## config.mk

```make
export PLATFORM = sky130hd
export DESIGN_NAME = commit_top
export DESIGN_NICKNAME = d
export VERILOG_FILES = /design/src/mips_pkg.sv /design/src/slot_if.sv /design/src/commit_top.sv /design/src/commit_merge.sv /design/src/slot_check.sv
export VERILOG_INCLUDE_DIRS = /design/src
export SDC_FILE = /design/constraint.sdc
export NUM_CORES = 1
export LEC_CHECK = 0
export BUFFER_PORTS_ARGS = -buffer_cell sky130_fd_sc_hd__clkbuf_2
export CAP_MARGIN = 10
export CELL_PAD_IN_SITES_DETAIL_PLACEMENT = 0
export CELL_PAD_IN_SITES_GLOBAL_PLACEMENT = 2
export CORE_AREA = 2 2 237 239
export CTS_CLUSTER_SIZE = 14
export DETAILED_ROUTE_END_ITERATION = 16
export DIE_AREA = 0 0 239 241
export HOLD_SLACK_MARGIN = 0.15
export PLACE_DENSITY = 0.64
export SLEW_MARGIN = 20
export SYNTH_ARGS = -nofsm -noshare
export SYNTH_HDL_FRONTEND = slang
export SYNTH_SLANG_ARGS = --single-unit
```

## constraint.sdc

```tcl
create_clock -name clk -period 6.67 [get_ports clk]
set_input_delay 0.3335 -clock clk [delete_from_list [all_inputs] [get_ports clk]]
set_output_delay 0.3335 -clock clk [all_outputs]
set_load 0.1 [all_outputs]
```

## src/mips_config.svh

```systemverilog
`ifndef MIPS_CONFIG_SVH
`define MIPS_CONFIG_SVH

// datapath and address width
`define DATA_W 32

// general exception entry
`define EXC_VECTOR 32'hbfc00380

// cp0 cause codes
`define CAUSE_INT  5'h00
`define CAUSE_ADEL 5'h04
`define CAUSE_ADES 5'h05
`define CAUSE_SYS  5'h08
`define CAUSE_BP   5'h09
`define CAUSE_RI   5'h0a
`define CAUSE_OV   5'h0c

`endif
```

## src/mips_pkg.sv

```systemverilog
`default_nettype none

`include "mips_config.svh"

package mips_pkg;

    typedef logic [`DATA_W-1:0]   word_t;
    typedef logic [4:0]           reg_addr_t;
    typedef logic [4:0]           cause_t;
    typedef logic [`DATA_W/8-1:0] strb_t;

    // operation class after decode
    typedef enum logic [3:0] {
        OP_ALU,
        OP_LB,
        OP_LBU,
        OP_LH,
        OP_LHU,
        OP_LW,
        OP_SB,
        OP_SH,
        OP_SW,
        OP_BRANCH,
        OP_JUMP,
        OP_JR,
        OP_ERET,
        OP_SYSCALL,
        OP_BREAK,
        OP_RESERVED
    } op_t;

    // one executed instruction entering commit
    typedef struct packed {
        logic      valid;
        op_t       op;
        word_t     pc;
        // alu result, or the address for loads and stores
        word_t     result;
        word_t     store_data;
        reg_addr_t dest;
        logic      reg_write;
        logic      overflow;
        logic      taken;
        word_t     target;
        word_t     epc;
    } exec_data_t;

endpackage

`default_nettype wire

```

## src/slot_if.sv

```systemverilog
`timescale 1ns/1ps
`default_nettype none

interface slot_if;
    import mips_pkg::*;

    logic      exc_valid;
    cause_t    exc_cause;
    word_t     bad_addr;
    logic      mem_en;
    logic      mem_write;
    op_t       mem_op;
    word_t     mem_addr;
    word_t     store_data;
    logic      reg_write;
    reg_addr_t dest;
    word_t     result;
    logic      is_eret;
    logic      redirect_req;
    word_t     redirect_pc;

    // checker side drives, merge side reads
    modport check (
        output exc_valid, exc_cause, bad_addr,
        output mem_en, mem_write, mem_op, mem_addr, store_data,
        output reg_write, dest, result,
        output is_eret, redirect_req, redirect_pc
    );

    modport merge (
        input exc_valid, exc_cause, bad_addr,
        input mem_en, mem_write, mem_op, mem_addr, store_data,
        input reg_write, dest, result,
        input is_eret, redirect_req, redirect_pc
    );

endinterface

`default_nettype wire

```

## src/commit_top.sv

```systemverilog
`timescale 1ns/1ps
`default_nettype none

module commit_top (
    input  logic                 clk,
    input  logic                 arst_n,
    input  mips_pkg::exec_data_t in1,
    input  mips_pkg::exec_data_t in0,
    input  logic                 first_cycle,
    input  logic [5:0]           ext_int,
    input  logic                 timer_int,
    output logic                 dmem_en,
    output logic                 dmem_write,
    output mips_pkg::word_t      dmem_addr,
    output mips_pkg::word_t      dmem_wdata,
    output mips_pkg::strb_t      dmem_strb,
    input  mips_pkg::word_t      dmem_rdata,
    input  logic                 dmem_ok,
    output logic                 done,
    output logic                 wb_valid,
    output logic [1:0]           wb_reg_write,
    output mips_pkg::reg_addr_t  wb_dest1,
    output mips_pkg::reg_addr_t  wb_dest0,
    output mips_pkg::word_t      wb_result1,
    output mips_pkg::word_t      wb_result0,
    output logic                 exc_valid,
    output mips_pkg::cause_t     exc_cause,
    output mips_pkg::word_t      exc_bad_addr,
    output logic                 redirect_valid,
    output mips_pkg::word_t      redirect_pc
);

    logic kill0;
    logic int_pending;

    slot_if s1_if ();
    slot_if s0_if ();

    // slot 1 is never killed and alone sees interrupts
    slot_check u_slot1 (
        .in          (in1),
        .kill        (1'b0),
        .int_pending (int_pending),
        .res         (s1_if.check)
    );

    slot_check u_slot0 (
        .in          (in0),
        .kill        (kill0),
        .int_pending (1'b0),
        .res         (s0_if.check)
    );

    commit_merge u_merge (
        .clk            (clk),
        .arst_n         (arst_n),
        .s1             (s1_if.merge),
        .s0             (s0_if.merge),
        .ext_int        (ext_int),
        .timer_int      (timer_int),
        .first_cycle    (first_cycle),
        .dmem_en        (dmem_en),
        .dmem_write     (dmem_write),
        .dmem_addr      (dmem_addr),
        .dmem_wdata     (dmem_wdata),
        .dmem_strb      (dmem_strb),
        .dmem_rdata     (dmem_rdata),
        .dmem_ok        (dmem_ok),
        .done           (done),
        .kill0          (kill0),
        .int_pending    (int_pending),
        .wb_valid       (wb_valid),
        .wb_reg_write   (wb_reg_write),
        .wb_dest1       (wb_dest1),
        .wb_dest0       (wb_dest0),
        .wb_result1     (wb_result1),
        .wb_result0     (wb_result0),
        .exc_valid      (exc_valid),
        .exc_cause      (exc_cause),
        .exc_bad_addr   (exc_bad_addr),
        .redirect_valid (redirect_valid),
        .redirect_pc    (redirect_pc)
    );

endmodule

`default_nettype wire

```

## src/commit_merge.sv

```systemverilog
`timescale 1ns/1ps
`default_nettype none

`include "mips_config.svh"

module commit_merge (
    input  logic                clk,
    input  logic                arst_n,
    slot_if.merge               s1,
    slot_if.merge               s0,
    input  logic [5:0]          ext_int,
    input  logic                timer_int,
    input  logic                first_cycle,
    output logic                dmem_en,
    output logic                dmem_write,
    output mips_pkg::word_t     dmem_addr,
    output mips_pkg::word_t     dmem_wdata,
    output mips_pkg::strb_t     dmem_strb,
    input  mips_pkg::word_t     dmem_rdata,
    input  logic                dmem_ok,
    output logic                done,
    output logic                kill0,
    output logic                int_pending,
    output logic                wb_valid,
    output logic [1:0]          wb_reg_write,
    output mips_pkg::reg_addr_t wb_dest1,
    output mips_pkg::reg_addr_t wb_dest0,
    output mips_pkg::word_t     wb_result1,
    output mips_pkg::word_t     wb_result0,
    output logic                exc_valid,
    output mips_pkg::cause_t    exc_cause,
    output mips_pkg::word_t     exc_bad_addr,
    output logic                redirect_valid,
    output mips_pkg::word_t     redirect_pc
);
    import mips_pkg::*;

    logic  use1;
    op_t   m_op;
    word_t m_sdata;
    word_t lane;
    word_t load_data;
    word_t res1;
    word_t res0;
    logic  exc_any;
    logic  redir_req;
    word_t redir_pc;

    assign int_pending = (|ext_int) | timer_int;
    assign kill0       = s1.exc_valid | s1.is_eret;

    // older slot owns the port when it has an access
    assign use1       = s1.mem_en;
    assign dmem_en    = s1.mem_en | s0.mem_en;
    assign dmem_write = use1 ? s1.mem_write : s0.mem_write;
    assign dmem_addr  = use1 ? s1.mem_addr : s0.mem_addr;
    assign m_op       = use1 ? s1.mem_op : s0.mem_op;
    assign m_sdata    = use1 ? s1.store_data : s0.store_data;

    always_comb begin
        dmem_strb  = '0;
        dmem_wdata = m_sdata;
        case (m_op)
            OP_SB: begin
                dmem_strb  = 4'b0001 << dmem_addr[1:0];
                dmem_wdata = {24'b0, m_sdata[7:0]} << {dmem_addr[1:0], 3'b000};
            end
            OP_SH: begin
                dmem_strb  = 4'b0011 << {dmem_addr[1], 1'b0};
                dmem_wdata = {16'b0, m_sdata[15:0]} << {dmem_addr[1], 4'b0000};
            end
            OP_SW: begin
                dmem_strb = 4'b1111;
            end
            default: begin
                dmem_strb = '0;
            end
        endcase
        if (!dmem_write) begin
            dmem_strb = '0;
        end
    end

    // bring the addressed byte or halfword down to bit 0
    assign lane = dmem_rdata >> {dmem_addr[1:0], 3'b000};

    always_comb begin
        case (m_op)
            OP_LB:   load_data = {{24{lane[7]}}, lane[7:0]};
            OP_LBU:  load_data = {24'b0, lane[7:0]};
            OP_LH:   load_data = {{16{lane[15]}}, lane[15:0]};
            OP_LHU:  load_data = {16'b0, lane[15:0]};
            default: load_data = dmem_rdata;
        endcase
    end

    assign res1 = (s1.mem_en & ~s1.mem_write) ? load_data : s1.result;
    assign res0 = (~use1 & s0.mem_en & ~s0.mem_write) ? load_data : s0.result;

    assign done = first_cycle ? ~dmem_en : (~dmem_en | dmem_ok);

    assign exc_any = s1.exc_valid | s0.exc_valid;

    // exception, then eret, then slot 1 control flow
    assign redir_req = exc_any | s0.is_eret | s1.redirect_req;
    assign redir_pc  = exc_any    ? `EXC_VECTOR :
                       s0.is_eret ? s0.redirect_pc : s1.redirect_pc;

    always_ff @(posedge clk or negedge arst_n) begin
        if (!arst_n) begin
            wb_valid       <= 1'b0;
            wb_reg_write   <= 2'b00;
            exc_valid      <= 1'b0;
            redirect_valid <= 1'b0;
        end else begin
            wb_valid       <= done;
            wb_reg_write   <= done ? {s1.reg_write, s0.reg_write} : 2'b00;
            exc_valid      <= done & exc_any;
            redirect_valid <= done & redir_req;
        end
    end

    always_ff @(posedge clk) begin
        if (done) begin
            wb_dest1     <= s1.dest;
            wb_dest0     <= s0.dest;
            wb_result1   <= res1;
            wb_result0   <= res0;
            exc_cause    <= s1.exc_valid ? s1.exc_cause : s0.exc_cause;
            exc_bad_addr <= s1.exc_valid ? s1.bad_addr : s0.bad_addr;
            redirect_pc  <= redir_pc;
        end
    end

endmodule

`default_nettype wire

```

## src/slot_check.sv

```systemverilog
`timescale 1ns/1ps
`default_nettype none

`include "mips_config.svh"

module slot_check (
    input  mips_pkg::exec_data_t in,
    input  logic                 kill,
    input  logic                 int_pending,
    slot_if.check                res
);
    import mips_pkg::*;

    logic   live;
    logic   is_load;
    logic   is_store;
    logic   is_half;
    logic   is_word;
    logic   misaligned;
    logic   fault;
    logic   ok;
    logic   is_eret;
    cause_t cause;

    assign live     = in.valid & ~kill;
    assign is_load  = in.op inside {OP_LB, OP_LBU, OP_LH, OP_LHU, OP_LW};
    assign is_store = in.op inside {OP_SB, OP_SH, OP_SW};
    assign is_half  = in.op inside {OP_LH, OP_LHU, OP_SH};
    assign is_word  = in.op inside {OP_LW, OP_SW};

    assign misaligned = (is_half & in.result[0]) | (is_word & (|in.result[1:0]));

    // highest priority first
    always_comb begin
        fault = 1'b1;
        cause = `CAUSE_INT;
        if (int_pending) begin
            cause = `CAUSE_INT;
        end else if (in.op == OP_RESERVED) begin
            cause = `CAUSE_RI;
        end else if (in.op == OP_SYSCALL) begin
            cause = `CAUSE_SYS;
        end else if (in.op == OP_BREAK) begin
            cause = `CAUSE_BP;
        end else if (in.op == OP_ALU && in.overflow) begin
            cause = `CAUSE_OV;
        end else if (misaligned && is_load) begin
            cause = `CAUSE_ADEL;
        end else if (misaligned && is_store) begin
            cause = `CAUSE_ADES;
        end else begin
            fault = 1'b0;
        end
    end

    assign res.exc_valid = live & fault;
    assign res.exc_cause = cause;
    // badvaddr only carries meaning for address errors
    assign res.bad_addr  = (cause == `CAUSE_ADEL || cause == `CAUSE_ADES) ? in.result : '0;

    // a faulting instruction leaves no side effects
    assign ok = live & ~fault;

    assign res.mem_en     = ok & (is_load | is_store);
    assign res.mem_write  = ok & is_store;
    assign res.mem_op     = in.op;
    assign res.mem_addr   = in.result;
    assign res.store_data = in.store_data;

    assign res.reg_write = ok & in.reg_write;
    assign res.dest      = in.dest;
    assign res.result    = in.result;

    assign is_eret     = ok & (in.op == OP_ERET);
    assign res.is_eret = is_eret;

    assign res.redirect_req = is_eret
                            | (ok & (((in.op == OP_BRANCH) & in.taken)
                            | (in.op == OP_JUMP) | (in.op == OP_JR)));
    assign res.redirect_pc  = is_eret ? in.epc : in.target;

endmodule

`default_nettype wire

```

==> impl_metrics.py <==
metrics = {
    "layout": {
        "nFillCells": 6106,
        "regArea_mm2": 0.00439,
        "multiInputGateArea_mm2": 0.00416,
        "final_cell_area_mm2": 0.0132,
        "area_growth_pct": 49.0,
        "drive_above_1_share_pct": 38.8,
        "nNetsFinal": 1884,
    },
    "timing": {
        "tightest_slew_ns": 0.946,
        "setup_viol": 0,
        "report.final.slew_viol_count": 0,
        "rsz0062_at_grt": "no",
        "relSlewSlack_pct": 36.9,
        "post-route-period-util_pct": 75.9,
        "fin_ws_ns": 1.61,
        "fin_crit_ns": 5.06,
        "fmax_mhz": 198,
        "fin_tns_setup_ns": 0,
        "hold_viol": 0,
    },
    "synth": {
        "yosysSeqAreaShare_pct": 49.4,
        "syn_area_per_cell_um2": 9.17,
        "ys_seq_elements": 147,
        "synthArstFlopShare_pct": 3.40,
        "syn_nets": 1359,
        "ys_warn_count": 0,
        "yosysUniqueCellTypes": 69,
        "synth_area_mm2": 0.00889,
        "synthCells": 970,
        "synth-edff-count": 142,
        "synth_flop_cell": "edfxtp_1",
    },
    "min_path": {
        "hp-start": "in1[111]",
        "worstHoldEndpoint": "u_merge.wb_result1[7]",
        "hp-class": "input pin to flip-flop",
        "hold_depth": 3,
    },
    "pwr": {
        "power_leakage_nw": 6.11,
        "power_density_mw_per_mm2": 250,
        "peakVddDrop_mv": 0.160,
    },
    "routing": {
        "vias_per_cell": 4.38,
        "first_iter_violations": 532,
        "routed_wl_mm": 47.9,
        "drc_errors": 0,
        "wl_per_cell_um": 21.7,
        "antenna_left": 0,
        "num_vias": 9678,
        "first_pass_iters": 4,
    },
    "setup_path": {
        "crit_chain": "clkbuf_2 > nor3_1 > buf_4 > a311oi_2 > nand4_4 > mux2i_1 > a211oi_4 > buf_4 > a21boi_2 > o21ai_1 > o22ai_1 > clkbuf_2",
        "path_delay_family": "compound AO/OA/AOI/OAI gates",
        "crit_required_ns": 6.34,
        "crit_type": "input pin to primary output",
        "cp_max_fo": 23,
        "path_buf_inv": 4,
        "end_kind": "primary output",
        "startpoint_type": "input pin",
        "max_stage_delay_ns": 0.56,
        "cp.arrival_ns": 4.73,
        "crit_slowest_cell": "a311oi_2",
    },
    "grt": {
        "grt_max_degree": 97,
        "grt_pass1_wl_mm": 66.3,
        "grt_use_total_pct": 16.1,
        "grt_pass1_vias": 9335,
        "gr-total-overflow": 0,
        "antenna_found_initial": 3,
    },
    "die": {
        "core_area_mm2": 0.0549,
        "die_w_um": 239,
        "die_area_mm2": 0.0576,
        "io_pins": 608,
        "dieHeight_um": 241,
        "row_count": 86,
        "initial_utilization_pct": 16.2,
    },
    "clocking": {
        "ctsResizeCount": 0,
        "cts_buffers": 17,
        "hold_buffers": 53,
        "cts_buffer_depth": 2,
        "root_buffer": "clkbuf_16",
        "cts_tree": "built",
        "cts_setup_buffers": 0,
        "clk_pin_slew_ns": 0.05,
        "clock_sinks": 147,
        "cts_max_level": 4,
    },
    "outcome": {
        "status": "completed",
    },
    "placed_design": {
        "placed_cell_area_mm2": 0.0122,
        "portBuffers": 509,
        "pre_cts_slack_ns": 1.60,
        "hpwl_mm": 36.6,
        "gp_congestion": 0.820,
    },
    "job": {
        "max-cap-violations": 0,
    },
}
[tightest hold or removal path, cell delays in order]
cell and delay [ns]:
clkbuf_2 0.10, nand2_1 0.04, o21ai_0 0.07
[registers in the layout, summed over array words and instances (netlist names)]
register and flops:
u_merge.redirect_pc 32, u_merge.exc_bad_addr 32, u_merge.redirect_valid 1, u_merge.exc_cause 4, u_merge.wb_reg_write 2, u_merge.wb_dest1 5
u_merge.wb_valid 1, u_merge.exc_valid 1, u_merge.wb_dest0 5, u_merge.wb_result0 32, u_merge.wb_result1 32
[worst max path at each step]
stage	from	cells after the start	slack (ns)	endpoint
6_report	in1[169]	12	1.61	dmem_wdata[19]
5_1_grt	in1[169]	12	1.27	dmem_wdata[19]
4_1_cts	in1[169]	12	1.56	dmem_wdata[19]
3_5_place_dp	in1[169]	12	1.60	dmem_wdata[19]
3_3_place_gp	in1[169]	12	1.65	dmem_wdata[18]
2_1_floorplan	in1[171]	10	0.26	u_merge.exc_bad_addr[0]
[final cells by class]
| cell class | instances | share of cell area (%) |
|---|---|---|
| Inverter | 18 | 0.548 |
| Clock buffer | 18 | 3.24 |
| Tap cell | 704 | 6.65 |
| Clock inverter | 11 | 0.699 |
| Timing Repair Buffer | 579 | 24.3 |
| Antenna cell | 1 | 0.0189 |
| Multi-Input combinational cell | 732 | 31.4 |
| Sequential cell | 147 | 33.1 |
[per-layer routing]
layer	track usage (%)	share of wire [%]
met5	0	0.046
met4	3.77	1.1
met3	3.68	5.1
met2	26.4	48
met1	21.5	45
[layout by cell type (no fill, tap or decap), types with 15 or more instances in the layout]
cell           count
o21ai_0           26
a21oi_1           48
a311oi_1          20
clkbuf_2         509
buf_4             16
dlygate4sd3_1     53
edfxtp_1         142
a22o_1            33
nand3_1           27
inv_1             15
mux2i_1           36
nor2_1           101
o31ai_1           17
o22ai_1           16
nand2_1          250
clkbuf_16         17
a31oi_1           15
[through the flow]
stage | power, mW | hold WS [ns] | utilization, % | std cells
5_1_grt | 3.44 | 0.179 | 24.1 | 2209
2_1_floorplan | 2.09 | 0.0379 | - | 970
4_1_cts | 3.37 | 0.150 | 24.1 | 2209
3_3_place_gp | 2.39 | 0.153 | 22.2 | 2127
3_5_place_dp | 2.39 | 0.156 | 22.2 | 2127
6_report | 3.32 | 0.203 | 24.1 | 2210
[cells by family after synthesis]
kind of cell / synth area share, %
simple gates: 20.6
compound gates: 21.1
flops: 49.4
buf+inv: 4.18
mux: 4.33
xor+xnor: 0.296
other cells: 0.0422
[Yosys cell counts (3+ instances only)]
library cell,number,share of area [%]
or3_1,3,0.21
o221ai_1,8,0.79
inv_1,16,0.68
a31oi_1,15,1.1
o21ai_0,27,1.5
a22o_1,33,3.3
nor2_1,101,4.3
dfrtp_1,5,1.4
nand2b_1,3,0.21
nand2_1,251,11
a221oi_1,14,1.4
a211oi_1,10,0.84
a311oi_1,20,2.0
nand3_1,27,1.5
buf_2,17,0.96
o22ai_1,16,1.1
o21ai_1,5,0.28
nand4_1,7,0.49
clkbuf_1,47,2.0
a21oi_1,48,2.7
o31ai_1,17,1.4
nor2b_1,4,0.28
mux2i_1,36,4.1
a211o_1,3,0.30
xnor2_1,3,0.30
a211oi_2,4,0.56
edfxtp_1,142,48
nor3_1,15,0.84
buf_1,6,0.25
and3_1,3,0.21
a21oi_2,3,0.30
and2_1,5,0.35
a21o_1,9,0.76
[report_power, final]
group          switching (mW)  internal (mW)  leakage (nW)
registers              0.0235           1.10          1.60
clock network           0.427          0.501         0.247
logic                    1.05          0.217          4.26
total                    1.50           1.82          6.11
No activity file was read; power rests on OpenSTA's default activity.
